**src/ppu_pkg.sv**
```systemverilog
package ppu_pkg;

  // Posit format. The design is built for 16-bit posits with one exponent bit.
  localparam int N = 16;
  localparam int ES = 1;

  // The signed total exponent is the regime value times 2^ES plus the exponent bits.
  localparam int TE_SIZE = 7;

  // Hidden bit plus fraction bits.
  localparam int MANT_SIZE = 14;

  // Alignment shifts beyond this distance drop the shifted bits.
  localparam int MAX_TE_DIFF = 14;

  // Aligned sum keeps one carry bit above the upshifted mantissa.
  localparam int MANT_ADD_RESULT_SIZE = MANT_SIZE + MAX_TE_DIFF + 1;
  localparam int MANT_SUB_RESULT_SIZE = MANT_SIZE + MAX_TE_DIFF;

  // Largest total exponent of a posit; minpos sits at the negated value.
  localparam int TE_MAX = (N - 2) * (1 << ES);

  // Working width of the encoder shifter.
  localparam int ENC_SIZE = 3 * N;

  localparam logic [N-1:0] NAR = {1'b1, {(N-1){1'b0}}};

  // Wishbone addresses.
  localparam logic ADR_ADD = 1'b0;
  localparam logic ADR_SUB = 1'b1;

  function automatic logic signed [TE_SIZE-1:0] max(
    input logic signed [TE_SIZE-1:0] a,
    input logic signed [TE_SIZE-1:0] b
  );
    return (a > b) ? a : b;
  endfunction

endpackage : ppu_pkg

```
**src/posit_if.sv**
```systemverilog
`timescale 1ns/1ps

// One decoded operand.
interface decoded_if import ppu_pkg::*; ();
  logic                        sign;
  logic signed [TE_SIZE-1:0]   te;
  logic        [MANT_SIZE-1:0] mant;
  logic                        is_zero;
  logic                        is_nar;

  modport src (output sign, te, mant, is_zero, is_nar);
  modport dst (input sign, te, mant, is_zero, is_nar);
endinterface : decoded_if

// Normalized sum ahead of the encoder.
interface result_if import ppu_pkg::*; ();
  logic                                   sign;
  logic signed [TE_SIZE-1:0]              te;
  logic        [MANT_ADD_RESULT_SIZE-1:0] mant;
  logic                                   frac_truncated;
  logic                                   is_zero;
  logic                                   is_nar;

  modport src (output sign, te, mant, frac_truncated, is_zero, is_nar);
  modport dst (input sign, te, mant, frac_truncated, is_zero, is_nar);
endinterface : result_if

```
**src/posit_decode.sv**
```systemverilog
`timescale 1ns/1ps

module posit_decode import ppu_pkg::*; (
  input  logic [N-1:0] p,
  decoded_if.src       dec
);

  logic        [N-1:0]   abs_p;
  logic        [N-2:0]   body;
  logic                  r0;
  logic        [TE_SIZE-1:0] run;
  logic                  done;
  logic signed [TE_SIZE-1:0] k;
  logic        [N-2:0]   rem;

  assign dec.is_zero = (p == '0);
  assign dec.is_nar  = (p == NAR);
  assign dec.sign    = p[N-1];

  // Negative posits are decoded from their two's complement.
  assign abs_p = p[N-1] ? -p : p;
  assign body  = abs_p[N-2:0];
  assign r0    = body[N-2];

  // Length of the regime run, starting at the bit below the sign.
  always_comb begin
    run  = TE_SIZE'(1);
    done = 1'b0;
    for (int i = N - 3; i >= 0; i--) begin
      if (!done && body[i] == r0) begin
        run = run + 1'b1;
      end else begin
        done = 1'b1;
      end
    end
  end

  assign k = r0 ? run - 1'b1 : -run;

  // Drop the regime and its terminating bit, leaving exponent then fraction.
  assign rem = body << (run + 1'b1);

  assign dec.te   = {k[TE_SIZE-1-ES:0], rem[N-2 -: ES]};
  assign dec.mant = {1'b1, rem[N-2-ES -: MANT_SIZE-1]};

endmodule : posit_decode

```
**src/core_add.sv**
```systemverilog
`timescale 1ns/1ps

module core_add import ppu_pkg::*; (
  input  logic [MANT_ADD_RESULT_SIZE-1:0] mant,
  input  logic [TE_SIZE-1:0]              te_diff,
  output logic [MANT_ADD_RESULT_SIZE-1:0] new_mant,
  output logic [TE_SIZE-1:0]              new_te_diff,
  output logic                            frac_truncated
);

  // A same-sign sum can only overflow by one bit position.
  always_comb begin
    if (mant[MANT_ADD_RESULT_SIZE-1]) begin
      new_mant       = mant >> 1;
      new_te_diff    = te_diff + 1'b1;
      frac_truncated = mant[0];
    end else begin
      new_mant       = mant;
      new_te_diff    = te_diff;
      frac_truncated = 1'b0;
    end
  end

endmodule : core_add

```
**src/core_sub.sv**
```systemverilog
`timescale 1ns/1ps

module core_sub import ppu_pkg::*; (
  input  logic [MANT_SUB_RESULT_SIZE-1:0] mant,
  input  logic [TE_SIZE-1:0]              te_diff,
  output logic [MANT_SUB_RESULT_SIZE-1:0] new_mant,
  output logic [TE_SIZE-1:0]              new_te_diff
);

  logic [TE_SIZE-1:0] lz;
  logic               found;

  // Priority count of leading zeros from the top bit down.
  always_comb begin
    lz    = '0;
    found = 1'b0;
    for (int i = MANT_SUB_RESULT_SIZE - 1; i >= 0; i--) begin
      if (!found && !mant[i]) begin
        lz = lz + 1'b1;
      end else begin
        found = 1'b1;
      end
    end
  end

  // Bring the leading one back to the hidden-bit position.
  assign new_mant    = mant << lz;
  assign new_te_diff = te_diff - lz;

endmodule : core_sub

```
**src/core_add_sub.sv**
```systemverilog
`timescale 1ns/1ps

module core_add_sub import ppu_pkg::*; (
  input  logic                            clk,
  input  logic                            rst,
  input  logic [TE_SIZE-1:0]              te1_in,
  input  logic [TE_SIZE-1:0]              te2_in,
  input  logic [MANT_SIZE-1:0]            mant1_in,
  input  logic [MANT_SIZE-1:0]            mant2_in,
  input  logic                            have_opposite_sign,
  output logic [MANT_ADD_RESULT_SIZE-1:0] mant_out,
  output logic [TE_SIZE-1:0]              te_out,
  output logic                            frac_truncated
);

  logic signed [TE_SIZE-1:0]              te_diff_st0;
  logic        [TE_SIZE-1:0]              te_diff_st1;
  logic        [TE_SIZE-1:0]              te2_st1;
  logic                                   opposite_st1;
  logic        [MANT_SUB_RESULT_SIZE-1:0] mant1_up;
  logic        [MANT_SUB_RESULT_SIZE-1:0] mant2_up;
  logic        [MANT_SUB_RESULT_SIZE-1:0] mant2_eff;
  logic        [MANT_ADD_RESULT_SIZE-1:0] mant_sum_st0;
  logic        [MANT_ADD_RESULT_SIZE-1:0] mant_sum_st1;
  logic        [MANT_ADD_RESULT_SIZE-1:0] add_mant;
  logic        [TE_SIZE-1:0]              add_te_diff;
  logic        [MANT_SUB_RESULT_SIZE-1:0] sub_mant;
  logic        [TE_SIZE-1:0]              sub_te_diff;

  assign te_diff_st0 = $signed(te1_in) - $signed(te2_in);

  // The smaller operand moves right by the exponent difference.
  assign mant1_up  = mant1_in << MAX_TE_DIFF;
  assign mant2_up  = (mant2_in << MAX_TE_DIFF) >> max(0, te_diff_st0);
  assign mant2_eff = have_opposite_sign ? -mant2_up : mant2_up;

  assign mant_sum_st0 = {1'b0, mant1_up} + {1'b0, mant2_eff};

  always_ff @(posedge clk) begin
    if (rst) begin
      te_diff_st1  <= '0;
      mant_sum_st1 <= '0;
      opposite_st1 <= 1'b0;
      te2_st1      <= '0;
    end else begin
      te_diff_st1  <= te_diff_st0;
      mant_sum_st1 <= mant_sum_st0;
      opposite_st1 <= have_opposite_sign;
      te2_st1      <= te2_in;
    end
  end

  core_add u_core_add (
    .mant           (mant_sum_st1),
    .te_diff        (te_diff_st1),
    .new_mant       (add_mant),
    .new_te_diff    (add_te_diff),
    .frac_truncated (frac_truncated)
  );

  // The carry bit of a difference is meaningless and is not passed on.
  core_sub u_core_sub (
    .mant        (mant_sum_st1[MANT_SUB_RESULT_SIZE-1:0]),
    .te_diff     (te_diff_st1),
    .new_mant    (sub_mant),
    .new_te_diff (sub_te_diff)
  );

  assign mant_out = opposite_st1 ? {1'b0, sub_mant} : add_mant;
  assign te_out   = te2_st1 + (opposite_st1 ? sub_te_diff : add_te_diff);

endmodule : core_add_sub

```
**src/posit_execute.sv**
```systemverilog
`timescale 1ns/1ps

module posit_execute import ppu_pkg::*; (
  input  logic   clk,
  input  logic   rst,
  decoded_if.dst a,
  decoded_if.dst b,
  result_if.src  res
);

  logic [MANT_SIZE-1:0] mant_a;
  logic [MANT_SIZE-1:0] mant_b;
  logic                 a_larger;
  logic                 have_opposite_sign;
  logic                 cancel;
  logic                 sign_st1;
  logic                 zero_st1;
  logic                 nar_st1;

  // A zero operand enters the core with an empty mantissa, so the other
  // operand comes out unchanged.
  assign mant_a = a.is_zero ? '0 : a.mant;
  assign mant_b = b.is_zero ? '0 : b.mant;

  assign a_larger = (a.te > b.te) || ((a.te == b.te) && (mant_a >= mant_b));

  assign have_opposite_sign = a.sign ^ b.sign;

  assign cancel = have_opposite_sign && (a.te == b.te) && (mant_a == mant_b);

  always_ff @(posedge clk) begin
    if (rst) begin
      sign_st1 <= 1'b0;
      zero_st1 <= 1'b0;
      nar_st1  <= 1'b0;
    end else begin
      sign_st1 <= a_larger ? a.sign : b.sign;
      zero_st1 <= (a.is_zero && b.is_zero) || cancel;
      nar_st1  <= a.is_nar || b.is_nar;
    end
  end

  core_add_sub u_core_add_sub (
    .clk                (clk),
    .rst                (rst),
    .te1_in             (a_larger ? a.te : b.te),
    .te2_in             (a_larger ? b.te : a.te),
    .mant1_in           (a_larger ? mant_a : mant_b),
    .mant2_in           (a_larger ? mant_b : mant_a),
    .have_opposite_sign (have_opposite_sign),
    .mant_out           (res.mant),
    .te_out             (res.te),
    .frac_truncated     (res.frac_truncated)
  );

  assign res.sign    = sign_st1;
  assign res.is_zero = zero_st1;
  assign res.is_nar  = nar_st1;

endmodule : posit_execute

```
**src/posit_encode.sv**
```systemverilog
`timescale 1ns/1ps

module posit_encode import ppu_pkg::*; (
  result_if.dst        res,
  output logic [N-1:0] p
);

  logic                       too_big;
  logic                       too_small;
  logic signed [TE_SIZE-1:0]  k;
  logic        [ES-1:0]       exp_bits;
  logic        [TE_SIZE-1:0]  shamt;
  logic signed [ENC_SIZE-1:0] seed;
  logic signed [ENC_SIZE-1:0] shifted;
  logic        [N-2:0]        body;
  logic                       guard;
  logic                       sticky;
  logic                       round_up;
  logic        [N-2:0]        body_rounded;
  logic        [N-2:0]        mag;

  // Results outside the posit range saturate to maxpos or minpos.
  assign too_big   = res.te > TE_MAX;
  assign too_small = res.te < -TE_MAX;

  assign k        = res.te >>> ES;
  assign exp_bits = res.te[ES-1:0];

  // The arithmetic shift fills the regime with copies of its leading bit.
  // A positive regime starts from 10, a negative one from 01.
  assign seed = k[TE_SIZE-1]
    ? {2'b01, exp_bits, res.mant[MANT_ADD_RESULT_SIZE-3:0],
       {(ENC_SIZE-MANT_ADD_RESULT_SIZE-ES){1'b0}}}
    : {2'b10, exp_bits, res.mant[MANT_ADD_RESULT_SIZE-3:0],
       {(ENC_SIZE-MANT_ADD_RESULT_SIZE-ES){1'b0}}};

  assign shamt = k[TE_SIZE-1] ? -k - 1'b1 : k;

  assign shifted = seed >>> shamt;

  assign body   = shifted[ENC_SIZE-1 -: N-1];
  assign guard  = shifted[ENC_SIZE-N];
  assign sticky = (|shifted[ENC_SIZE-N-1:0]) | res.frac_truncated;

  // Round to nearest, ties to the even pattern.
  assign round_up     = guard & (body[0] | sticky);
  assign body_rounded = body + round_up;

  always_comb begin
    if (too_big) begin
      mag = '1;
    end else if (too_small) begin
      mag = (N-1)'(1);
    end else begin
      mag = body_rounded;
    end
  end

  always_comb begin
    if (res.is_nar) begin
      p = NAR;
    end else if (res.is_zero) begin
      p = '0;
    end else if (res.sign) begin
      p = -{1'b0, mag};
    end else begin
      p = {1'b0, mag};
    end
  end

endmodule : posit_encode

```
**src/posit_adder_wb.sv**
```systemverilog
`timescale 1ns/1ps

module posit_adder_wb import ppu_pkg::*; (
  input  logic           clk,
  input  logic           rst,
  input  logic           cyc,
  input  logic           stb,
  input  logic           we,
  input  logic           adr,
  input  logic [2*N-1:0] dat_w,
  output logic [2*N-1:0] dat_r,
  output logic           ack
);

  logic [N-1:0] op_a;
  logic [N-1:0] op_b;
  logic [N-1:0] result;
  logic [N-1:0] sum_p;
  logic [1:0]   stage;
  logic         req;

  decoded_if dec_a ();
  decoded_if dec_b ();
  result_if  res ();

  // Requests are taken only when no operation is in flight.
  assign req = cyc && stb && !ack && (stage == 2'd0);

  always_ff @(posedge clk) begin
    if (req && we) begin
      op_a <= dat_w[N-1:0];
      case (adr)
        ADR_ADD: op_b <= dat_w[2*N-1:N];
        ADR_SUB: op_b <= -dat_w[2*N-1:N];
      endcase
    end
  end

  // Stage 1 waits for the core register, stage 2 loads the encoded result.
  always_ff @(posedge clk) begin
    if (rst) begin
      stage  <= 2'd0;
      ack    <= 1'b0;
      result <= '0;
    end else begin
      ack <= 1'b0;
      case (stage)
        2'd0: begin
          if (req && we) begin
            stage <= 2'd1;
          end else if (req) begin
            ack <= 1'b1;
          end
        end
        2'd1: stage <= 2'd2;
        default: begin
          result <= sum_p;
          ack    <= 1'b1;
          stage  <= 2'd0;
        end
      endcase
    end
  end

  assign dat_r = {{N{1'b0}}, result};

  posit_decode u_dec_a (.p(op_a), .dec(dec_a));
  posit_decode u_dec_b (.p(op_b), .dec(dec_b));

  posit_execute u_execute (
    .clk (clk),
    .rst (rst),
    .a   (dec_a),
    .b   (dec_b),
    .res (res)
  );

  posit_encode u_encode (.res(res), .p(sum_p));

endmodule : posit_adder_wb

```
**config.mk**
```make
export PLATFORM = sky130hd
export DESIGN_NAME = posit_adder_wb
export DESIGN_NICKNAME = d
export VERILOG_FILES = /design/src/ppu_pkg.sv /design/src/posit_if.sv /design/src/posit_decode.sv /design/src/core_add.sv /design/src/core_sub.sv /design/src/core_add_sub.sv /design/src/posit_execute.sv /design/src/posit_encode.sv /design/src/posit_adder_wb.sv
export SDC_FILE = /design/constraint.sdc
export NUM_CORES = 1
export LEC_CHECK = 0
export ABC_AREA = 1
export BUFFER_PORTS_ARGS = -buffer_cell sky130_fd_sc_hd__buf_2
export CAP_MARGIN = 20
export CORE_UTILIZATION = 38
export DETAILED_ROUTE_END_ITERATION = 6
export PLACE_DENSITY_LB_ADDON = 0.12
export SYNTH_ARGS = -nofsm -noshare
export SYNTH_HDL_FRONTEND = slang
export SYNTH_SLANG_ARGS = --single-unit
```
**constraint.sdc**
```tcl
create_clock -name clk -period 26.9 [get_ports clk]
set_clock_uncertainty 0.05 [all_clocks]
set_input_delay 0 -clock clk [delete_from_list [all_inputs] [get_ports clk]]
set_output_delay 0 -clock clk [all_outputs]
set_load 0.02 [all_outputs]
```
After elaboration in Yosys (flattened, before gate mapping) --
Cells that the tools add are included.
Storage, ports and cells: register bits 98, output and inout port bits 33, input bits 38, word-level logic and storage cells 421
Operators by class: eq/ne operators 34, magnitude comparators 5, reductions and logical operators 148, bitwise logic cells 5, add/sub/neg operators 72, shift-type cells 5, mux-type cells 140
Operators by type and width (count):
- $mux W7 | 59
- $add A7 B1 Y7 const B | 56
- $logic_not A1 Y1 | 79
- $logic_and A1 B1 Y1 | 61
- $mux W15 | 4
- $mux W1 | 58
- $mux W14 | 4
- $mux W27 | 2
- $mux W16 | 3
- $mux W48 | 1
- $sshr A48 B7 Y48 | 1
- $eq A16 B16 Y1 const B | 2
- $logic_not A16 Y1 | 2
- $pmux W16 S2 | 1
- $reduce_or A32 Y1 | 1
- $neg A15 Y15 | 2
- $shl A15 B7 Y15 | 2
- $add A28 B28 Y29 | 1
- $eq A1 B1 Y1 | 28
- $mux W28 | 1
- $neg A28 Y28 | 1
- $shl A28 B7 Y27 | 1
- $shr A28 B7 Y28 | 1
- $neg A15 Y16 | 1
- 28 further kinds | 37

Logic depth before layout (Yosys ltp) --
Gate-level depths: netlist of run 1.
depth after elaboration 99, mapped depth 135, mapped depth without buffers 133

Hierarchy --
Synthesis of run 1 repeated with hierarchy kept, for this count alone.
Second synthesis, totals: cells, all modules 4209, area, all modules 23293.6 um^2
By module, submodules not included:
- posit_decode | times used 2, cells an instance 523, area an instance 2705.1 um^2, sequential area each 0.0 um^2
- core_sub | times used 1, cells an instance 1059, area an instance 5201.2 um^2, sequential area each 0.0 um^2
- core_add_sub | times used 1, cells an instance 801, area an instance 5022.3 um^2, sequential area each 880.8 um^2
- posit_encode | times used 1, cells an instance 691, area an instance 3369.5 um^2, sequential area each 0.0 um^2
- posit_adder_wb | times used 1, cells an instance 223, area an instance 2209.6 um^2, sequential area each 1341.3 um^2
- posit_execute | times used 1, cells an instance 268, area an instance 1570.3 um^2, sequential area each 60.1 um^2
- core_add | times used 1, cells an instance 121, area an instance 510.5 um^2, sequential area each 0.0 um^2

Least setup slack after synthesis of run 1 --
No wires, ideal clock.
kind register to register, from register u_execute.u_core_add_sub.mant_sum_st1[24], to register result[14], required time 26.737 ns, data arrival time 18.377 ns, buffers on the path 3, setup time 0.113 ns, stages on the path, launching flop included 128, period minus slack after synthesis 18.540 ns, path slack 8.360 ns, cell sequence dfxtp_1 > nor2_4 > nor3_1 > ha_1 > a21oi_1 > inv_1 > ha_1 > nand2_1 > o21ai_0 > ha_1 > inv_1 > o21ai_0 > ha_1 > nand2_1 > nand2_1 > ha_1 > nand2_1 > nand2_1 > [... 92 more ...] > nand2_1 > inv_1 > ha_1 > a21oi_1 > ha_1 > inv_1 > nor2_1 > nand2_1 > nor2_1 > nand3_1 > nor2_1 > nand3_1 > nor2_1 > nand2_1 > nand2_1 > nand2_1 > nand3_1 > nand2_1
On the way: word-level cells in the longest chain between the ends 93, elaborated cells between the ends (all ways) 147, those cells by class add/sub: 30; order compare: 2; shift: 2; mux: 59; bitwise: 3; reduce/logical: 51
RTL lines:
- start: declaration | line core_add_sub.sv:24 | logic [MANT_ADD_RESULT_SIZE-1:0] mant_sum_st1;
- start signal: assignment | line core_add_sub.sv:47 | mant_sum_st1 <= mant_sum_st0;
- branches (longest 88 deep; another with $add A7 B1 Y7)
- $mux W15 (*) | line posit_encode.sv:50 | if (too_big) begin
- $neg A15 Y16 | line posit_encode.sv:65 | p = -{1'b0, mag};
- $mux W16 (*) | line posit_encode.sv:64 | end else if (res.sign) begin
- $mux W16 (*) | line posit_encode.sv:62 | end else if (res.is_zero) begin
- $mux W16 (*) | line posit_encode.sv:60 | if (res.is_nar) begin
- end signal: assignment | line posit_adder_wb.sv:57 | result <= sum_p;
- end: declaration | line posit_adder_wb.sv:17 | logic [N-1:0] result;
Mark *: on every way between the ends. A chain may end at the register's enable or synchronous reset.

Worst setup path after layout of run 1 --
Ends and elaborated chain as after synthesis.

==> summary.md, run 1 <==
| Metric | Value |
|---|---|
| Vias in the first global route | 19260 |
| Rel. slew slack | 0.3215 |
| Initial Utilization | 0.3881 |
| Share of post-route cells with drive strength above 1 | 0.06563 |
| Multiplexer area fraction after synthesis | 0.002618 |
| Gp weighted congestion | 0.9495 |
| Core Region | about 49000 um^2 |
| Crit end category | flop |
| Crit Path Category | reg -> reg |
| CTS max path bufs | 2 |
| Max-cap violation count | 0 |
| Antenna-violating nets left | 0 |
| Clk_lat worst skew | 0.40 ns |
| Worst Path Arrival | 21.41 ns |
| CTS H-tree depth | 3 |
| Most used DFF post-synth | dfxtp_1 |
| TNS Setup | 0 ns |
| Post-Synth XOR/XNOR Area | 0.05491 |
| Max frequency | 47.23 MHz |
| Final non-filler cell area | 20420 um^2 |
| DR WL/cell | 13.27 um |
| Dpl hpwl | approximately 45 mm |
| Number of core rows | 81 |
| Number of vias per cell | 4.979 |
| Final wirelength | 55.93 mm |
| Initial antenna violation count | 0 |
| Synth Area in Adders | 0.07383 |
| Placed instance area | 19730 um^2 |
| DR DRC count | 0 |
| Port bufs | 54 |
| Synth Area in Simple Gates | 0.4807 |
| Worst path slowest cell | clkinv_1 |
| Die W | 226.3 um |
| Synth Register Bits | 98 |
| Worst setup SP type | flop |
| Synth Instances | 3532 |
| Worst Max-Slew Pin Slew | between 1 and 1.5 ns |
| CTS Root Buffer Type | clkbuf_16 |
| WHS | 0.04042 ns |
| Wire length of the first global-routing pass | 93.99 mm |
| Largest net degree at the start of global routing | 57 |
| GRT Max-Usage Layer | met2 |
| Compound-gate portion of the synthesized area | 0.1386 |
| Cts repair resizes | 0 |
| Final Util | 0.4145 |
| Initial DRC count | 1273 |
| Async set-or-reset flop fraction in the synthesized netlist | 0 |
| Post-synth EDFFs | 32 |
| Worst path required time | ~27 ns |
| Syn_area_per_cell | about 5.4 um^2 |
| Register area share after synthesis | 0.1194 |
| Met3 Usage GRT | 0.02034 |
| I/O pins | 71 |
| Synthesis warning total | 0 |
| Clock-pin slew on the worst setup and hold paths | 0.07 ns |
| Status | finished clean |
| Post-synth cell types | 73 |
| Total grt overflow | 0 |
| Full die area | 51210 um^2 |
| DR pass1 iterations | 6 |
| Crit path top cell by count | nand2_1 |
| CTS tree | done |
| Slew Viols, Final | 0 |
| Die Span Y | 226.3 um |
| Final hold vios | 0 |
| Hold Path Class | in -> reg |
| # clock sinks | 98 |
| Area added between synthesis and finish | 6.807% |
| Combinational family with the most area after synthesis | simple AND/OR/NAND/NOR gates |
| Cell area after synthesis | approximately 19000 um^2 |
| Ant diodes | 0 |
| Total CTS buffers | 9 |
| Gr usage total | 0.2234 |
| Period utilization | 0.7871 |
| Crit Path Max Fanout | 30 |
| Number of nets in the layout | 3694 |
| Setup violations, final | 0 |
| Met1 GRT Util | 0.2883 |
| Via Count | 20980 |
| Grt met2 use | 0.3918 |
| CP max stage delay | approximately 0.74 ns |
| Unrepaired setup endpoints after global routing | false |
| Final worst path period need | around 21 ns |
[timing repair]
action | in CTS | in global routing
buffers inserted | 0 | 0
endpoints found under the hold margin | 34 | 0
hold buffers | 37 | 0
[registers in the layout (all words and copies together) (netlist names), 2 cells and up]
name and flops:
u_execute.u_core_add_sub.mant_sum_st1 29, result 16, op_a 16, u_execute.u_core_add_sub.te2_st1 7, stage 2, op_b 16
u_execute.u_core_add_sub.te_diff_st1 7
[area by class of cell]
class	instances	area, um^2
clock buffer	12	277.8
clock inverter	4	37.54
fill	5665	28840
inverter	472	1800
multi-input combinational	2856	14420
sequential	98	2282
tap	664	830.8
timing repair buffer	108	768.2
[final timing paths]
kind,start,to,cells past startpoint,slack (ns)
hold reg to reg,stage[0]$_SDFFE_PP0P_,stage[1]$_SDFFE_PP0P_,2,0.39
setup / recovery,u_execute.u_core_add_sub.mant_sum_st1[24]$_SDFF_PP0_,result[14]$_SDFFE_PP0N_,117,5.73
setup reg to reg,u_execute.u_core_add_sub.mant_sum_st1[24]$_SDFF_PP0_,result[14]$_SDFFE_PP0N_,117,5.73
hold / removal,adr,op_b[9]$_DFFE_PP_,3,0.04
[placed cells by master, fill, tap and decap left out, types with 6 or more instances in the layout]
| master | count |
|---|---|
| ha_1 | 108 |
| and2_1 | 7 |
| nor2_1 | 352 |
| nand3_1 | 333 |
| inv_2 | 28 |
| o21a_1 | 6 |
| inv_4 | 9 |
| nand4_1 | 61 |
| dfxtp_1 | 66 |
| o21ai_1 | 29 |
| nor4_1 | 7 |
| buf_2 | 54 |
| inv_1 | 420 |
| conb_1 | 16 |
| o31ai_1 | 11 |
| nand3_2 | 7 |
| a211oi_1 | 6 |
| or2_2 | 25 |
| clkinv_1 | 13 |
| nand2_2 | 15 |
| buf_4 | 17 |
| nor2_8 | 6 |
| a31oi_1 | 10 |
| nor2_4 | 20 |
| a21oi_1 | 113 |
| nor3_1 | 38 |
| o211ai_1 | 21 |
| nor2_2 | 19 |
| xnor2_1 | 28 |
| dlygate4sd3_1 | 37 |
| edfxtp_1 | 32 |
| xor2_1 | 90 |
| nand3b_1 | 11 |
| nand2_1 | 1202 |
| o21ai_0 | 257 |
| clkbuf_16 | 10 |
[Yosys cell counts (all sizes together) (11+ instances only)]
cell type | number | share of area
inv | 458 | 0.091
or2 | 29 | 0.0095
xor2 | 91 | 0.042
edfxtp | 32 | 0.050
nor2 | 397 | 0.093
o211ai | 21 | 0.0082
xnor2 | 28 | 0.013
nand3b | 11 | 0.0043
nand4 | 62 | 0.021
nand2 | 1222 | 0.24
clkbuf | 56 | 0.012
nand3 | 341 | 0.092
buf | 63 | 0.023
nor3 | 39 | 0.010
dfxtp | 66 | 0.069
o31ai | 11 | 0.0043
clkinv | 14 | 0.0028
ha | 108 | 0.071
a21oi | 114 | 0.030
o21ai | 289 | 0.076
[through the flow]
step | setup slack [ns] | std cells
2_1_floorplan | 8.360 | 3547
3_3_place_gp | 6.050 | 4161
3_5_place_dp | 5.714 | 4161
4_1_cts | 5.684 | 4214
5_1_grt | 3.676 | 4214
6_report | 5.728 | 4214
[critical path, delay by kind of cell (launching register included)]
kind	cells	cell delay, ns
buffers and inverters	14	2.01
adders and majority gates	28	8.29
DFF	1	0.45
and+or+nand+nor	61	7.65
AOI/OAI and AO/OA	13	2.52
xor gates and xnor gates	1	0.10
[kinds of logic (layout without fill, tap and decap cells)]
family,after synthesis,after routing
compound gates,484,484
flops,98,98
mux,5,5
other cells,1,16
simple gates,2121,2121
fa+ha+maj,111,111
buf+inv,593,596
xor+xnor,119,119
[metal layers]
metal  wire (um)  vias to the layer above
li1            -                    11340
met1       26680                     9211
met2       26190                      374
met3        1778                       60
met4        1284                        0
met5           0                        -
Power of run 1 is not shown: default switching activity piles up to over one toggle a cycle in this logic, so the estimate is an artifact.
==> run 2: changes to the inputs <==
- clock period: 26.9 -> 20.5 ns (I/O delays scaled with it)
==> run 2 against run 1 <==
  * Critical path depth is 8 higher
  * Setup slack got worse by 4.2 ns
  * Via count up 0.74%
  * Sequential share of layout area shrank 0.30 points
  * First-iteration DRC count decreased by 0.86%
  * Maximum frequency rose by 11%
  * Core utilization up 1.2 points
  * Final area is 2.8% higher
  * Clock-buffer cell count is 1 lower
  * Cell count rose by 0.97%
  * Die area unchanged
==> summary.md, run 2 (same netlist as run 1, synthesis figures left out) <==
| Metric | Value |
|---|---|
| Final worst path period need | 19.02 ns (-2.150 ns) |
| Vias in the first global route | 19060 (-1.0%) |
| CP max stage delay | 0.37 ns (-0.37 ns) |
| Rel. slew slack | 0.3707 (+0.04927) |
| Hold Path Class | in -> reg |
| Port bufs | 54 (unchanged) |
| Largest net degree at the start of global routing | 45 (-21%) |
| Final wirelength | 56.44 mm (+0.91%) |
| # clock sinks | 98 (unchanged) |
| Unrepaired setup endpoints after global routing | true |
| Max frequency | 52.57 MHz (+11%) |
| Crit end category | flop |
| Worst path required time | 20.73 ns (-6.40 ns) |
| Die Span Y | 226.3 um (unchanged) |
| Total CTS buffers | 9 (unchanged) |
| Number of nets in the layout | 3735 (+1.1%) |
| I/O pins | 71 (unchanged) |
| Worst setup SP type | flop |
| Slew Viols, Final | 0 (unchanged) |
| Worst Path Arrival | 19.25 ns (-2.16 ns) |
| Setup violations, final | 0 (unchanged) |
| CTS tree | done |
| DR DRC count | 0 (unchanged) |
| Initial Utilization | 0.3881 (unchanged) |
| Via Count | 21140 (+0.74%) |
| CTS max path bufs | 2 (unchanged) |
| Clk_lat worst skew | 0.38 ns (-0.02 ns) |
| DR pass1 iterations | 5 (-1) |
| Total grt overflow | 0 (unchanged) |
| Initial DRC count | 1262 (-0.86%) |
| Number of core rows | 81 (unchanged) |
| CTS Root Buffer Type | clkbuf_16 |
| Wire length of the first global-routing pass | 92.76 mm (-1.3%) |
| Gr usage total | 0.2206 (-0.002821) |
| Final Util | 0.4263 (+0.01174) |
| Commonest non-fill, non-tap cell in the layout | nand2_1 |
| CTS H-tree depth | 3 (unchanged) |
| Largest register FFs | 29 (unchanged) |
| Crit path top cell by count | nand2_1 |
| Antenna-violating nets left | 0 (unchanged) |
| Crit Path Category | reg -> reg |
| Crit Path Max Fanout | 28 (-6.7%) |
| Share of post-route cells with drive strength above 1 | 0.08800 (+0.02236) |
| Final hold vios | 0 (unchanged) |
| Most frequent cells in the layout | 1198 x nand2_1, 416 x inv_1, 345 x nor2_1 |
| Core Region | 49250 um^2 (unchanged) |
| Status | finished clean |
| Register with the most flip-flops | u_execute.u_core_add_sub.mant_sum_st1 |
| Ant diodes | 0 (unchanged) |
| Full die area | 51210 um^2 (unchanged) |
| Die W | 226.3 um (unchanged) |
| Number of vias per cell | 4.967 (-0.23%) |
| DR WL/cell | 13.26 um (about the same) |
| Area added between synthesis and finish | 9.831% |
| Clock-pin slew on the worst setup and hold paths | 0.08 ns (about the same) |
| Period utilization | 0.9279 (+0.1408) |
| Initial antenna violation count | 0 (unchanged) |
| Worst path slowest cell | dfxtp_1 |
| Dpl hpwl | 45.76 mm (+0.64%) |
| Worst Max-Slew Pin Slew | 0.9429 ns (-0.07120 ns) |
| TNS Setup | 0 ns (unchanged) |
| Gp weighted congestion | 0.9279 (-2.3%) |
| Max-cap violation count | 0 (unchanged) |
-- run 2: changes by cell type in the layout (fill, tap and decap cells not counted), sizes merged --
cell	delta
bufinv	+1
clkinv	-2
nand2	+1
inv	-2
clkinvlp	+4
buf	+40
dlygate4sd3	-1
-- run 2: per-layer routing --
metal / track usage / vias up / wire length (um)
met5: 0 / - / 0
met4: 0.06626 / 0 / 1472
met3: 0.02268 / 70 / 2167
met2: 0.3888 / 399 / 26690
met1: 0.2810 / 9235 / 26110
li1: - / 11430 / -
-- run 2: path summary, 6_finish.rpt --
path              depth (start not counted)                                            startpoint                       to  slack [ns]
setup / recovery                        125  u_execute.u_core_add_sub.mant_sum_st1[25]$_SDFF_PP0_  result[14]$_SDFFE_PP0N_        1.48
setup reg to reg                        125  u_execute.u_core_add_sub.mant_sum_st1[25]$_SDFF_PP0_  result[14]$_SDFFE_PP0N_        1.48
hold reg to reg                           2                                 stage[0]$_SDFFE_PP0P_    stage[1]$_SDFFE_PP0P_        0.40
hold / removal                            4                                                   adr        op_b[2]$_DFFE_PP_        0.03
-- run 2: worst max-delay path: cells and delay by family (launching register included) --
kind | cells | cell delay, ns
DFF | 1 | 0.37
and+or+nand+nor | 66 | 7.12
xor gates and xnor gates | 2 | 0.33
buffers and inverters | 14 | 0.98
adders and majority gates | 28 | 7.97
AOI/OAI and AO/OA | 15 | 2.07
-- run 2: per-stage QoR --
step / area (um^2) / worst slack (ns) / cells / hold WS [ns]
6_report: 21000 / 1.478 / 4255 / 0.02701
5_1_grt: 21000 / -0.08563 / 4255 / 0.03676
4_1_cts: 20520 / 0.4597 / 4226 / 0.009444
3_5_place_dp: 19830 / 0.5012 / 4174 / 0.1281
3_3_place_gp: 19830 / 0.8080 / 4174 / 0.1260
2_1_floorplan: 19170 / 1.960 / 3547 / 0.04887
-- run 2: repair_timing --
item                                    CTS  global route
hold endpoints to repair                 34             0
resized for setup                         0            78
setup buffers                             0            25
hold buffers                             36             0
endpoints found under the setup margin    0            21
-- run 2: area by class of cell --
class / count / area (um^2)
inverter: 472 / 1828
tap: 664 / 830.8
fill: 5670 / 28260
timing repair buffer: 148 / 1132
clock buffer: 11 / 264.0
clock inverter: 5 / 65.06
multi-input combinational: 2857 / 14590
sequential: 98 / 2283
Power of run 2 is left out for the same reason.
